`src/verilog/zx_pkg.sv`:
```
// Spectrum paging shared definitions
`default_nettype none

package zx_pkg;

	// ====================
	// Bus and field widths
	// ====================

	// CPU side
	typedef logic [15:0] cpu_addr_t;   // Z80 address bus
	typedef logic [7:0]  byte_t;       // Z80 data byte

	// Memory side
	typedef logic [20:0] phys_addr_t;  // 2 MB physical space
	typedef logic [2:0]  bank_t;       // 16K RAM bank 0..7
	typedef logic [3:0]  rom_page_t;   // 16K ROM page 0..15
	typedef logic [14:0] vram_addr_t;  // Two 16K screen banks

	// ULA side
	typedef logic [4:0]  key_row_t;    // Active low key columns
	typedef logic [2:0]  border_t;     // GRB border colour

	// Machine model select
	typedef logic [1:0]  mem_mode_t;

	// ====================
	// Machine models
	// ====================

	localparam mem_mode_t MODE_128   = 2'd0;  // Standard 128K / +2
	localparam mem_mode_t MODE_48    = 2'd1;  // 48K with paging locked
	localparam mem_mode_t MODE_PLUS3 = 2'd2;  // +2A / +3 with 1FFD port
	// Code 3 is spare and runs as 128K

	// ====================
	// Fixed memory layout
	// ====================

	// Banks that never move in normal mode
	localparam bank_t BANK_SLOT1 = 3'd5;  // Slot 4000 and main screen
	localparam bank_t BANK_SLOT2 = 3'd2;  // Slot 8000

	// ROM pages sit in the 101 region of physical space
	localparam logic [2:0] ROM_REGION = 3'b101;

	// 48K BASIC image
	localparam rom_page_t ROM_PAGE_48 = 4'd15;

endpackage

`default_nettype wire

```
`src/verilog/zx_paging_regs.sv`:
```
// Memory paging registers
`timescale 1ns/1ps
`default_nettype none

module zx_paging_regs (
	input  wire                    clk_sys,
	input  wire                    reset,
	input  wire zx_pkg::mem_mode_t mem_mode,
	input  wire zx_pkg::cpu_addr_t cpu_addr,
	input  wire zx_pkg::byte_t     cpu_dout,
	input  wire                    io_wr,
	output zx_pkg::byte_t          page_reg,
	output zx_pkg::byte_t          page_reg_plus3,
	output logic                   zx48,
	output logic                   plus3
);
	import zx_pkg::*;

	// ====================
	// Model decode
	// ====================

	logic mode_48;
	logic mode_plus3;

	always_comb begin
		case (mem_mode)
			MODE_48: begin
				mode_48    = 1'b1;
				mode_plus3 = 1'b0;
			end
			MODE_PLUS3: begin
				mode_48    = 1'b0;
				mode_plus3 = 1'b1;
			end
			MODE_128: begin
				mode_48    = 1'b0;
				mode_plus3 = 1'b0;
			end
			default: begin // Spare code runs as 128K
				mode_48    = 1'b0;
				mode_plus3 = 1'b0;
			end
		endcase
	end

	// Model follows the input only while reset is held
	always_ff @(posedge clk_sys) begin
		if (reset) begin
			zx48  <= mode_48;
			plus3 <= mode_plus3;
		end
	end

	// ====================
	// Port decode
	// ====================

	logic page_lock;
	logic wr_7ffd;
	logic wr_1ffd;

	// 48K never pages, bit 5 locks until the next reset
	assign page_lock = zx48 | page_reg[5];

	// Partial decode of 7FFD
	// The +3 also needs A14 high to keep clear of 1FFD and the FDC
	assign wr_7ffd = io_wr & ~cpu_addr[15] & ~cpu_addr[1] & ~page_lock
		& (cpu_addr[14] | ~plus3);

	// 1FFD exists only on the +3
	assign wr_1ffd = io_wr & plus3 & (cpu_addr[15:12] == 4'b0001)
		& ~cpu_addr[1] & ~page_lock;

	// ====================
	// Register file
	// ====================

	always_ff @(posedge clk_sys) begin
		if (reset) begin
			page_reg       <= '0;
			page_reg_plus3 <= '0;
		end else begin
			if (wr_7ffd) begin
				page_reg <= cpu_dout;        // RAM bank, screen, ROM, lock
			end
			if (wr_1ffd) begin
				page_reg_plus3 <= cpu_dout;  // Special mode and ROM high bit
			end
		end
	end

endmodule

`default_nettype wire

```
`src/verilog/zx_mem_map.sv`:
```
// CPU to physical address mapper
`timescale 1ns/1ps
`default_nettype none

module zx_mem_map (
	input  wire zx_pkg::cpu_addr_t cpu_addr,
	input  wire                    mem_wr,
	input  wire zx_pkg::byte_t     page_reg,
	input  wire zx_pkg::byte_t     page_reg_plus3,
	input  wire                    zx48,
	input  wire                    plus3,
	output zx_pkg::phys_addr_t     ram_addr,
	output logic                   ram_we,
	output zx_pkg::vram_addr_t     vram_addr,
	output logic                   vram_we
);
	import zx_pkg::*;

	// Bank for a slot in the +3 all-RAM layouts
	function automatic bank_t special_bank(input logic [1:0] set_sel, input logic [1:0] slot);
		bank_t bank;
		case (set_sel)
			2'b00: bank = {1'b0, slot};               // 0 1 2 3
			2'b01: bank = {1'b1, slot};               // 4 5 6 7
			2'b10: bank = (slot == 2'd3) ? 3'd3 : {1'b1, slot};  // 4 5 6 3
			default: begin
				case (slot)                           // 4 7 6 3
					2'd0:    bank = 3'd4;
					2'd1:    bank = 3'd7;
					2'd2:    bank = 3'd6;
					default: bank = 3'd3;
				endcase
			end
		endcase
		return bank;
	endfunction

	logic [1:0] slot;
	logic       special;
	logic       rom_sel;
	bank_t      bank;
	rom_page_t  rom_page;

	assign slot    = cpu_addr[15:14];
	assign special = page_reg_plus3[0];
	assign rom_sel = ~special & (slot == 2'd0);  // ROM only in normal mode

	// ====================
	// ROM page select
	// ====================

	always_comb begin
		if (zx48) begin
			rom_page = ROM_PAGE_48;
		end else if (plus3) begin
			rom_page = {2'b10, page_reg_plus3[2], page_reg[4]};  // Pages 8..11
		end else begin
			rom_page = {3'b011, page_reg[4]};  // 128K editor or BASIC
		end
	end

	// ====================
	// RAM bank select
	// ====================

	always_comb begin
		if (special) begin
			bank = special_bank(page_reg_plus3[2:1], slot);
		end else begin
			case (slot)
				2'd1:    bank = BANK_SLOT1;
				2'd2:    bank = BANK_SLOT2;
				2'd3:    bank = page_reg[2:0];  // Switchable top slot
				default: bank = 3'd0;           // ROM slot
			endcase
		end
	end

	always_comb begin
		if (rom_sel) begin
			ram_addr = {ROM_REGION, rom_page, cpu_addr[13:0]};
		end else begin
			ram_addr = {4'b0000, bank, cpu_addr[13:0]};
		end
	end

	// ====================
	// Write enables
	// ====================

	assign ram_we = mem_wr & ~rom_sel;  // ROM is read only

	// Banks 5 and 7 also feed the video copy
	assign vram_we   = ram_we & bank[2] & bank[0];
	assign vram_addr = {bank[1], cpu_addr[13:0]};

endmodule

`default_nettype wire

```
`src/verilog/zx_ula_port.sv`:
```
// ULA port FE
`timescale 1ns/1ps
`default_nettype none

module zx_ula_port (
	input  wire                    clk_sys,
	input  wire                    reset,
	input  wire zx_pkg::cpu_addr_t cpu_addr,
	input  wire zx_pkg::byte_t     cpu_dout,
	input  wire                    io_wr,
	input  wire zx_pkg::key_row_t  key_data,
	input  wire                    tape_in,
	output zx_pkg::border_t        border_color,
	output logic                   ear_out,
	output logic                   mic_out,
	output zx_pkg::byte_t          io_rd_data
);

	// ====================
	// Port write
	// ====================

	logic ula_sel;

	// Every even port reaches the ULA
	assign ula_sel = ~cpu_addr[0];

	always_ff @(posedge clk_sys) begin
		if (reset) begin
			border_color <= '0;
			ear_out      <= 1'b0;
			mic_out      <= 1'b0;
		end else if (io_wr & ula_sel) begin
			border_color <= cpu_dout[2:0];
			ear_out      <= cpu_dout[4];  // Speaker
			mic_out      <= cpu_dout[3];  // Tape save
		end
	end

	// ====================
	// Port read
	// ====================

	// Bits 7 and 5 float high on real hardware
	always_comb begin
		if (ula_sel) begin
			io_rd_data = {1'b1, ~tape_in, 1'b1, key_data};
		end else begin
			io_rd_data = 8'hFF;  // Nothing answers on odd ports
		end
	end

endmodule

`default_nettype wire

```
`src/verilog/zx_io_top.sv`:
```
// Paging and ULA port top level
`timescale 1ns/1ps
`default_nettype none

module zx_io_top (
	input  wire                     clk_sys,
	input  wire                     reset,
	input  wire zx_pkg::mem_mode_t  mem_mode,

	// CPU bus
	input  wire zx_pkg::cpu_addr_t  cpu_addr,
	input  wire zx_pkg::byte_t      cpu_dout,
	input  wire                     io_wr,     // One cycle strobe
	input  wire                     mem_wr,    // Level for the whole access

	// Keyboard and tape
	input  wire zx_pkg::key_row_t   key_data,
	input  wire                     tape_in,

	// Memory side
	output wire zx_pkg::phys_addr_t ram_addr,
	output wire                     ram_we,
	output wire zx_pkg::vram_addr_t vram_addr,
	output wire                     vram_we,

	// I/O and video side
	output wire zx_pkg::byte_t      io_rd_data,
	output wire zx_pkg::border_t    border_color,
	output wire                     ear_out,
	output wire                     mic_out,
	output wire                     page_scr
);
	import zx_pkg::*;

	// Paging state
	byte_t page_reg;
	byte_t page_reg_plus3;
	logic  zx48;
	logic  plus3;

	// ====================
	// Paging
	// ====================

	zx_paging_regs paging_regs (
		.clk_sys        (clk_sys),
		.reset          (reset),
		.mem_mode       (mem_mode),
		.cpu_addr       (cpu_addr),
		.cpu_dout       (cpu_dout),
		.io_wr          (io_wr),
		.page_reg       (page_reg),
		.page_reg_plus3 (page_reg_plus3),
		.zx48           (zx48),
		.plus3          (plus3)
	);

	zx_mem_map mem_map (
		.cpu_addr       (cpu_addr),
		.mem_wr         (mem_wr),
		.page_reg       (page_reg),
		.page_reg_plus3 (page_reg_plus3),
		.zx48           (zx48),
		.plus3          (plus3),
		.ram_addr       (ram_addr),
		.ram_we         (ram_we),
		.vram_addr      (vram_addr),
		.vram_we        (vram_we)
	);

	assign page_scr = page_reg[3];  // Shadow screen in bank 7

	// ====================
	// ULA
	// ====================

	zx_ula_port ula_port (
		.clk_sys      (clk_sys),
		.reset        (reset),
		.cpu_addr     (cpu_addr),
		.cpu_dout     (cpu_dout),
		.io_wr        (io_wr),
		.key_data     (key_data),
		.tape_in      (tape_in),
		.border_color (border_color),
		.ear_out      (ear_out),
		.mic_out      (mic_out),
		.io_rd_data   (io_rd_data)
	);

endmodule

`default_nettype wire

```
`config.mk`:
```
export PLATFORM = sky130hd
export DESIGN_NAME = zx_io_top
export DESIGN_NICKNAME = d
export VERILOG_FILES = /design/src/verilog/zx_pkg.sv /design/src/verilog/zx_paging_regs.sv /design/src/verilog/zx_mem_map.sv /design/src/verilog/zx_ula_port.sv /design/src/verilog/zx_io_top.sv
export SDC_FILE = /design/constraint.sdc
export NUM_CORES = 1
export LEC_CHECK = 0
export ABC_CLOCK_PERIOD_IN_PS = 4000
export BUFFER_PORTS_ARGS = -buffer_cell sky130_fd_sc_hd__clkbuf_2
export CORE_UTILIZATION = 42
export CTS_CLUSTER_DIAMETER = 30
export DETAILED_ROUTE_END_ITERATION = 16
export GPL_TIMING_DRIVEN = 0
export PLACE_DENSITY = 0.85
export SYNTH_ARGS = -nofsm -noshare
export SYNTH_HDL_FRONTEND = slang
export SYNTH_SLANG_ARGS = --single-unit
```
`constraint.sdc`:
```
create_clock -name clk_sys -period 4 [get_ports clk_sys]
set_input_delay 0.2 -clock clk_sys [delete_from_list [all_inputs] [get_ports clk_sys]]
set_output_delay 0.2 -clock clk_sys [all_outputs]
set_load 0.01 [all_outputs]
```
* Yosys cells after proc, flatten, opt, wreduce, memory -nomap -nowiden
Cells that the tools add are included.
** Operators by class
- Equality and inequality tests :: 8
- Muxes and demuxes :: 11
- Reduce and logical (&&, ||, !) cells :: 2
- Bitwise logic cells :: 23
** Operators with widths (number)
- $pmux W3 S3 :: 3
- $mux W21 :: 1
- $and A1 B1 Y1 :: 13
- $eq A2 B2 Y1 const B :: 4
- $mux W4 :: 2
- $not A1 Y1 :: 8
- $mux W7 :: 1
- $eq A2 B1 Y1 const B :: 3
- $mux W3 :: 2
- $eq A4 B1 Y1 const B :: 1
- $logic_not A2 Y1 :: 2
- $mux W1 :: 2
- $or A1 B1 Y1 :: 2
** Storage, ports and cells
- Bits of input ports :: 36
- Output and inout port bits :: 52
- Word-level logic and storage cells :: 51
- Bits in registers :: 16

* Depth between registers and ports, before layout
Gate-level depths: netlist of run 1.
- Depth in word-level cells :: 6
- Mapped depth :: 4
- Mapped depth without buffers :: 3

* Hierarchy
Synthesis of run 1 repeated with hierarchy kept, for this count alone.
** Unflattened totals
- Cell total of the unflattened synthesis :: 161
- Area, all modules :: 1470.2 sq um
** By module, submodules not included
- zx_paging_regs :: instances 1, area each 785.8 sq um, sequential area each 380.4 sq um, cells an instance 71
- zx_mem_map :: instances 1, area each 390.4 sq um, sequential area each 0.0 sq um, cells an instance 59
- zx_ula_port :: instances 1, area each 294.0 sq um, sequential area each 100.1 sq um, cells an instance 31

* Worst setup path after synthesis of run 1
Ideal clock, no wire load.
- Kind :: register to register
- From :: reg paging_regs.zx48
- To :: reg paging_regs.page_reg[0]
- Period minus slack after synthesis :: 1.566 ns
- Setup slack :: 2.434 ns
- Arrival time :: 1.447 ns
- Cell stages (with the launch flop) :: 4
- Data required time :: 3.882 ns
- Library setup time :: 0.118 ns
- Path buffers :: 0
- Cells stage by stage :: edfxtp_1 or4b_4 or3_4 mux2i_1
** On the way
- Cells in the longest elaborated chain, start to end :: 4
** RTL lines
- from (decl) :: RTL line zx_paging_regs.sv:14 : output logic zx48,
- from (signal assigned) :: RTL line zx_paging_regs.sv:50 : zx48 <= mode_48;
- $or A1 B1 Y1 :: RTL line zx_paging_regs.sv:64 : assign page_lock = zx48 | page_reg[5];
- $not A1 Y1 :: RTL line zx_paging_regs.sv:68 : assign wr_7ffd = io_wr & ~cpu_addr[15] & ~cpu_addr[1] & ~page_lock
- $and A1 B1 Y1 :: RTL line zx_paging_regs.sv:68
- $and A1 B1 Y1 :: RTL line zx_paging_regs.sv:69 : & (cpu_addr[14] | ~plus3);
- to (signal assigned) :: RTL line zx_paging_regs.sv:85 : page_reg <= cpu_dout;
- to (decl) :: RTL line zx_paging_regs.sv:12 : output zx_pkg::byte_t page_reg,
No other way between the ends.
A chain may end at the register's enable or synchronous reset.

* Final worst setup path of run 1
- From :: reg paging_regs.page_reg_plus3[0]
- To :: out ram_addr[16]
** On the way
- Cells in the longest elaborated chain, start to end :: 3
- Elaborated cells on any way between the ends :: 4
- Classes of those cells :: 2 x mux; 2 x bitwise
** RTL lines
- from (decl) :: RTL line zx_paging_regs.sv:13 : output zx_pkg::byte_t page_reg_plus3,
- from (signal assigned) :: RTL line zx_paging_regs.sv:88 : page_reg_plus3 <= cpu_dout;
- $not A1 Y1 :: RTL line zx_mem_map.sv:46 : assign rom_sel = ~special & (slot == 2'd0);
- $and A1 B1 Y1 :: RTL line zx_mem_map.sv:46
- named net mem_map.rom_sel :: RTL line zx_mem_map.sv:40 : logic rom_sel;
- $mux W21 :: RTL line zx_mem_map.sv:80 : if (rom_sel) begin
- to (decl) :: RTL line zx_io_top.sv:21 : output wire zx_pkg::phys_addr_t ram_addr,
The timed path passes the listed nets, and every way through them passes these cells.

==> results.py, run 1 <==
metrics = {
    "synthesis": {
        "synth_top_family_by_area": "simple AND/OR/NAND/NOR gates",
        "synthSimpleGateAreaFrac": 0.266,
        "postSynthCellCount": 129,
        "syn_avg_cell_area_um2": 8.71,
        "yosys_register_bits": 16,
        "synth_compound_area_frac": 0.0635,
        "synth_area_um2": 1120,
        "synth_warnings": 0,
        "yosys.area_share.xor_xnor": 0,
        "synth_mux_area_frac": 0.116,
        "synth.distinct_cells": 30,
        "synth-adder-area-share": 0,
        "ys_seq_area_frac": 0.303,
    },
    "drt": {
        "routedWlPerCell_um": 10.1,
        "vias_per_cell": 4.49,
        "totalWireLength_um": 2360,
        "dr_wl_met3_um": 237,
        "topRoutingLayerUsed": "met4",
        "via_count": 1055,
        "wl_met2_um": 1100,
        "wl_met1_um": 987,
        "first_pass_iters": 4,
        "drt-initial-drc-count": 8,
        "ant_nets": 0,
        "drc": 0,
    },
    "power": {
        "intPower_mw": 0.285,
        "clkPwrFrac": 0.272,
        "p_leak_nw": 0.796,
        "p_switching_mw": 0.103,
        "vdd_drop_max_mv": 0.244,
        "p_comb_frac": 0.285,
        "sequentialPowerShare": 0.444,
        "powerDensity_nw_per_um2": 249,
        "switching_share": 0.265,
    },
    "global_route": {
        "grt.total_usage": 0.170,
        "grt_pass1_vias": 886,
        "grt_pass1_wl_um": 3570,
        "grt.overflow.total": 0,
        "grt_max_degree": 11,
        "antenna_found_initial": 0,
    },
    "floorplanning": {
        "die_area_um2": 2890,
        "die_w_um": 53.7,
        "start_util": 0.449,
        "ios": 88,
        "num_rows": 18,
        "core_um2": 2500,
        "fp.dieH_um": 53.7,
    },
    "critical_path": {
        "crit_fanout": 9,
        "r2r_slack_ns": 2.33,
        "cp.required_ns": 3.80,
        "crit_path_start_kind": "flop",
        "arrival_ns": 1.55,
        "critPathKind": "reg -> out",
        "cp-end-kind": "primary output",
    },
    "timing": {
        "setup_violations": 0,
        "rsz0062_at_grt": "false",
        "period_share": 0.438,
        "finalSetupTns_ns": 0,
        "fin_crit_ns": 1.75,
        "max_freq_mhz": 571,
        "hold_violations": 0,
        "drv_slew": 0,
        "clock-skew-final_ns": 0.00472,
    },
    "cells_and_area": {
        "syn_to_final_growth_pct": 38.5,
        "drive_gt1_frac": 0.585,
        "utilization": 0.623,
        "antenna_cells": 0,
        "fillCellCount": 232,
        "layout_commonest_cell": "clkbuf_2",
        "largest_reg_flops": 6,
        "fin_nets": 242,
        "ff_latch_area_um2": 340,
        "multi_input_area_um2": 512,
        "layout_common_cells": "clkbuf_2, buf_4, nand2b_1",
        "finalNonFillerCells": 235,
    },
    "placed_design": {
        "io_buffers": 71,
        "gp_congestion": 0.698,
        "place_hpwl_um": 1970,
        "placed_cells_incl_taps": 231,
    },
    "clock_tree": {
        "worstSkewPairLatency_ns": 0.29,
        "postCtsSetupRepairBufs": 0,
        "clk_pin_slew_worst_paths_ns": 0.09,
        "clock_sinks": 16,
        "ctsResizeCount": 0,
        "cts_root_buf": "clkbuf_4",
        "h-tree-depth": 1,
        "cts_tree": "yes",
        "cts_buffers": 3,
        "cts_hold_buf": 0,
        "clockBufferDepth": 2,
    },
    "run_status": {
        "outcome": "finished, final reports clean",
    },
    "job": {
        "cap_viol_max_count": 0,
    },
    "worst_hold_path": {
        "hold_class": "in -> reg",
    },
}
routing by layer:
layer | GRT usage | vias up
li1 | - | 542
met2 | 0.302 | 56
met1 | 0.202 | 452
met5 | 0 | -
met4 | 0.0789 | 0
met3 | 0.0169 | 5
cells in the mapped netlist:
master | instances | area, um2
a221oi_1 | 1 | 8.76
o21ai_0 | 2 | 10.0
clkbuf_1 | 4 | 15.0
or4bb_1 | 1 | 11.3
o211ai_1 | 1 | 7.51
o22ai_1 | 1 | 6.26
nor3_2 | 2 | 20.0
a31oi_1 | 1 | 6.26
nor4_1 | 1 | 6.26
or2_2 | 5 | 31.3
edfxtp_1 | 2 | 60.1
buf_2 | 1 | 5.00
nand3b_1 | 1 | 7.51
a22o_1 | 1 | 8.76
dfxtp_1 | 14 | 280
nand2_1 | 1 | 3.75
buf_4 | 33 | 248
or3_4 | 1 | 11.3
nor2_1 | 9 | 33.8
o21ba_2 | 1 | 10.0
nor3_1 | 1 | 5.00
or4b_4 | 1 | 13.8
nand3_1 | 1 | 5.00
inv_1 | 2 | 7.51
conb_1 | 2 | 7.51
nor2b_1 | 5 | 31.3
a21oi_1 | 1 | 5.00
mux2i_1 | 13 | 130
nand2b_1 | 19 | 119
a31o_2 | 1 | 8.76
path summary, 6_finish.rpt:
kind | start | to | cells past startpoint
setup / recovery | paging_regs.page_reg_plus3[0] | ram_addr[16] | 4
setup reg to reg | paging_regs.zx48 | paging_regs.page_reg[2] | 3
hold / removal | reset | paging_regs.zx48 | 1
hold reg to reg | paging_regs.page_reg[3] | paging_regs.page_reg[3] | 2
final cells by class:
class                      instances  share of cell area
multi-input combinational         74               0.329
sequential                        16               0.219
tap                               30              0.0241
inverter                           2             0.00482
clock buffer                       4              0.0233
timing repair buffer              71               0.228
buffer                            38               0.172
worst max-delay path, cell delays in order (launching register included):
cell,delay [ns]
dfxtp_1,0.40
nor3_1,0.45
inv_1,0.11
a31oi_1,0.15
clkbuf_2,0.15
metrics by stage:
stage / cell area, um2 / setup WS [ns] / power (mW) / hold WS (ns)
after floorplan: 1130 / 2.43 / 0.244 / 0.312
after global placement: 1520 / 2.36 / 0.285 / 0.441
after detailed placement: 1520 / 2.34 / 0.287 / 0.449
after CTS: 1560 / 2.24 / 0.390 / 0.154
after global routing: 1560 / 2.05 / 0.410 / 0.143
final: 1560 / 2.25 / 0.387 / 0.159
power groups by stage:
stage | sequential, mW | combinational (mW) | clock (mW)
global placement | 0.175 | 0.109 | 0
detailed placement | 0.175 | 0.111 | 0
floorplan | 0.176 | 0.0679 | 0
CTS | 0.172 | 0.111 | 0.107
finish | 0.172 | 0.110 | 0.105
global route | 0.173 | 0.123 | 0.114
cells by family (layout without fill, tap and decap cells):
group / count (synthesis) / in the layout
buffers and inverters: 40 / 115
muxes: 13 / 13
AOI/OAI and AO/OA: 10 / 10
other: 2 / 3
and+or+nand+nor: 48 / 48
DFF: 16 / 16
(Power assumes the default switching activity.)
==> run 2, diff against run 1 <==
ABC_CLOCK_PERIOD_IN_PS = 1730   (was 4000)
CORE_UTILIZATION = 39   (was 42)
PLACE_DENSITY = 0.79   (was 0.85)
clock period = 1.73 ns   (was 4 ns; I/O delays follow)
==> run 2 against run 1 <==
Via count shrank 2.6%. Utilization shrank 5.2 points. Die area grew 7.4%. Combinational power grew 130%. Clock skew is essentially flat. Power grew 120%. Setup slack lost 2.2 ns. First-iteration DRC count grew 13%.
==> results.py, run 2 (synthesized netlist as in run 1, its figures left out) <==
metrics = {
    "run_status": {
        "outcome": "finished, final reports clean",
    },
    "critical_path": {
        "arrival_ns": 1.85,
        "crit_fanout": 4,
        "crit_path_start_kind": "flop",
        "cp.required_ns": 1.90,
        "cp-end-kind": "flop",
        "critPathKind": "reg -> reg",
    },
    "clock_tree": {
        "clk_pin_slew_worst_paths_ns": 0.09,
        "clockBufferDepth": 2,
        "cts_buffers": 3,
        "cts_hold_buf": 0,
        "h-tree-depth": 1,
        "ctsResizeCount": 0,
        "worstSkewPairLatency_ns": 0.28,
        "postCtsSetupRepairBufs": 0,
        "cts_root_buf": "clkbuf_4",
        "cts_tree": "yes",
        "clock_sinks": 16,
    },
    "global_route": {
        "grt.overflow.total": 0,
        "grt_pass1_vias": 943,
        "grt_max_degree": 11,
        "grt_pass1_wl_um": 4020,
        "antenna_found_initial": 0,
        "grt.total_usage": 0.160,
    },
    "placed_design": {
        "place_hpwl_um": 2030,
        "placed_cells_incl_taps": 232,
        "io_buffers": 71,
        "gp_congestion": 0.707,
    },
    "floorplanning": {
        "num_rows": 19,
        "die_area_um2": 3100,
        "die_w_um": 55.7,
        "start_util": 0.411,
        "core_um2": 2730,
        "ios": 88,
        "fp.dieH_um": 55.7,
    },
    "job": {
        "cap_viol_max_count": 0,
    },
    "cells_and_area": {
        "fillCellCount": 284,
        "drive_gt1_frac": 0.585,
        "fin_nets": 242,
        "largest_reg_flops": 6,
        "layout_common_cells": "clkbuf_2, buf_4, nand2b_1",
        "layout_commonest_cell": "clkbuf_2",
        "finalNonFillerCells": 236,
        "syn_to_final_growth_pct": 38.8,
        "antenna_cells": 0,
    },
    "drt": {
        "totalWireLength_um": 2390,
        "ant_nets": 0,
        "vias_per_cell": 4.36,
        "via_count": 1028,
        "first_pass_iters": 3,
        "drc": 0,
        "drt-initial-drc-count": 9,
        "routedWlPerCell_um": 10.1,
    },
    "timing": {
        "rsz0062_at_grt": "false",
        "clock-skew-final_ns": 0.00431,
        "hold_violations": 0,
        "max_freq_mhz": 597,
        "finalSetupTns_ns": 0,
        "drv_slew": 0,
        "fin_crit_ns": 1.68,
        "setup_violations": 0,
        "period_share": 0.969,
    },
    "power": {
        "vdd_drop_max_mv": 0.427,
        "p_leak_nw": 0.793,
        "powerDensity_nw_per_um2": 541,
    },
    "worst_hold_path": {
        "hold_class": "in -> reg",
    },
}
## run 2: metrics by stage
step / cell area (um2) / setup WS (ns) / utilization / power, mW / hold slack [ns]
after floorplan: 1130 / 0.164 / - / 0.564 / 0.199
after global routing: 1560 / 0.00953 / 0.570 / 0.898 / 0.0374
final: 1560 / 0.0542 / 0.570 / 0.843 / 0.0383
after global placement: 1520 / 0.0914 / 0.557 / 0.661 / 0.337
after detailed placement: 1520 / 0.0713 / 0.557 / 0.663 / 0.339
after CTS: 1550 / 0.0599 / 0.566 / 0.855 / 0.0362
## run 2: final timing paths
path / depth (start not counted) / slack, ns / to / startpoint
min: 3 / 0.04 / paging_regs.page_reg[5] / cpu_dout[5]
min reg2reg: 2 / 0.47 / paging_regs.page_reg[2] / paging_regs.page_reg[2]
max: 3 / 0.05 / paging_regs.page_reg[1] / paging_regs.zx48
max reg2reg: 3 / 0.05 / paging_regs.page_reg[1] / paging_regs.zx48
## run 2: layer usage
metal | track usage | wire length [um]
met1 | 0.192 | 1040
met5 | 0 | 0
met2 | 0.275 | 1080
met4 | 0.0643 | 36
met3 | 0.0349 | 239
## run 2: cell type report
type / instances / area (um2) / share of cell area
Multi-Input combinational cell: 74 / 523 / 0.335
Timing Repair Buffer: 71 / 355 / 0.228
Sequential cell: 16 / 340 / 0.218
Buffer: 38 / 268 / 0.172
Tap cell: 31 / 38.8 / 0.0249
Clock buffer: 3 / 22.5 / 0.0144
Inverter: 2 / 7.51 / 0.00482
Clock inverter: 1 / 3.75 / 0.00241
## run 2: report_power, final
part | internal [mW] | total (mW) | switching (mW)
Clock | 0.0836 | 0.190 | 0.106
Combinational | 0.142 | 0.256 | 0.114
Sequential | 0.388 | 0.398 | 0.00925
## run 2: worst max-delay path, stage by stage (launching register included)
cell	delay (ns)
edfxtp_1	0.44
or4b_4	0.58
or3_4	0.42
mux2i_1	0.13
==> run 3, diff against run 2 <==
BUFFER_PORTS_ARGS = -buffer_cell sky130_fd_sc_hd__buf_2   (was -buffer_cell sky130_fd_sc_hd__clkbuf_2)
REMOVE_ABC_BUFFERS = 1   (was not set)
==> run 3 against run 2 <==
Register-to-register slack better by 0.02 ns. Sequential share of layout area up 6.9 points. Power down 11%. Non-clock buffer count down 57. Critical path depth unchanged. Final cell count down 25%. Clock-buffer cell count unchanged. Global-route usage down 0.34 points. Via count down 16%. Fmax up 1.3%.
==> results.py, run 3 (synthesized netlist as in run 1, its figures left out) <==
metrics = {
    "timing": {
        "period_share": 0.956,
        "rsz0062_at_grt": "true",
        "finalSetupTns_ns": 0,
        "fin_crit_ns": 1.65,
        "max_freq_mhz": 605,
        "drv_slew": 0,
        "hold_violations": 0,
        "setup_violations": 0,
        "clock-skew-final_ns": 0.00219,
        "worst_slack_ns": 0.0758,
        "maxSlewHeadroom": 0.588,
        "worst_pin_slew_ns": 0.616,
    },
    "floorplanning": {
        "ios": 88,
        "die_w_um": 55.7,
        "fp.dieH_um": 55.7,
        "core_um2": 2730,
        "die_area_um2": 3100,
        "start_util": 0.411,
        "num_rows": 19,
    },
    "drt": {
        "drc": 0,
        "first_pass_iters": 5,
        "vias_per_cell": 4.87,
        "wl_met2_um": 1070,
        "drt-initial-drc-count": 24,
        "dr_wl_met3_um": 290,
        "wl_met1_um": 970,
        "ant_nets": 0,
        "via_count": 866,
        "totalWireLength_um": 2380,
        "routedWlPerCell_um": 13.4,
        "topRoutingLayerUsed": "met4",
    },
    "cells_and_area": {
        "drive_gt1_frac": 0.456,
        "final_area_um2": 1190,
        "antenna_cells": 0,
        "layout_commonest_cell": "buf_2",
        "fin_nets": 185,
        "syn_to_final_growth_pct": 5.57,
        "largest_reg_flops": 6,
        "layout_common_cells": "buf_2, nand2b_1, dfxtp_1",
        "finalNonFillerCells": 178,
        "fillCellCount": 279,
        "utilization": 0.434,
    },
    "clock_tree": {
        "clockBufferDepth": 2,
        "cts_root_buf": "clkbuf_4",
        "clk_pin_slew_worst_paths_ns": 0.08,
        "h-tree-depth": 1,
        "clock_sinks": 16,
        "cts_buffers": 3,
        "worstSkewPairLatency_ns": 0.28,
        "cts_tree": "yes",
        "cts_hold_buf": 0,
    },
    "global_route": {
        "grt_pass1_wl_um": 3800,
        "grt_max_degree": 23,
        "grt.overflow.total": 0,
        "antenna_found_initial": 0,
        "grt_pass1_vias": 810,
        "grt.total_usage": 0.156,
    },
    "placed_design": {
        "placed_cells_incl_taps": 175,
        "place_area_um2": 1160,
        "place_hpwl_um": 1890,
        "io_buffers": 52,
        "gp_congestion": 0.738,
        "place_ws_ns": 0.0896,
    },
    "worst_hold_path": {
        "worstHoldStart": "cpu_dout[4]",
        "hold_class": "in -> reg",
    },
    "power": {
        "vdd_drop_max_mv": 0.371,
        "powerDensity_nw_per_um2": 629,
        "p_leak_nw": 0.540,
    },
    "critical_path": {
        "cp-end-kind": "flop",
        "cp.required_ns": 1.90,
        "r2r-start": "paging_regs.zx48",
        "crit_path_start_kind": "flop",
        "arrival_ns": 1.83,
        "worstSetupStartpoint": "paging_regs.zx48",
        "crit_fanout": 4,
        "critPathKind": "reg -> reg",
    },
    "run_status": {
        "outcome": "finished, final reports clean",
    },
    "job": {
        "cap_viol_max_count": 0,
    },
}
## run 3: cell count changes in the layout (fill, tap and decap cells not counted), sizes merged
cell	delta
clkbuf	-75
buf	+18
clkinv	-1
## run 3: worst max-delay path, cell delays in order (launching register included)
cell and delay (ns):
edfxtp_1 0.44, or4b_4 0.56, or3_4 0.42, mux2i_1 0.13
## run 3: final cells by class
| type | instances | area [um2] | share of cell area |
|---|---|---|---|
| clock buffers | 3 | 22.5 | 0.0190 |
| inverters | 2 | 7.51 | 0.00633 |
| multi-input cells | 74 | 517 | 0.436 |
| flip-flops and latches | 16 | 340 | 0.287 |
| well taps | 31 | 38.8 | 0.0327 |
| repair buffers | 52 | 260 | 0.219 |
## run 3: final timing paths
path | to | slack [ns] | depth (start not counted)
worst min-delay path | ula_port.ear_out | 0.06 | 3
worst min register to register | paging_regs.page_reg[2] | 0.47 | 2
worst max-delay path | paging_regs.page_reg[1] | 0.08 | 3
worst max register to register | paging_regs.page_reg[1] | 0.08 | 3
## run 3: stage by stage
stage                     total power [mW]  hold WS [ns]
after floorplan                      0.479         0.159
after global placement               0.565         0.173
after detailed placement             0.569         0.173
after CTS                            0.760        0.0469
after global routing                 0.796        0.0621
final                                0.746        0.0607
## run 3: report_power, final
part | internal [mW] | switching (mW)
registers | 0.388 | 0.00890
clock network | 0.0807 | 0.105
logic | 0.0788 | 0.0850
## run 3: per-layer routing
metal	up-vias	global-route usage
met5	-	0.0536
met1	377	0.191
li1	428	-
met2	55	0.210
met4	0	0.0857
met3	6	0.0884
## run 3: what timing repair did
item                                    4_1_cts  5_1_grt
setup buffers                                 0        0
gates resized for setup                       0        1
endpoints found under the setup margin        0        4
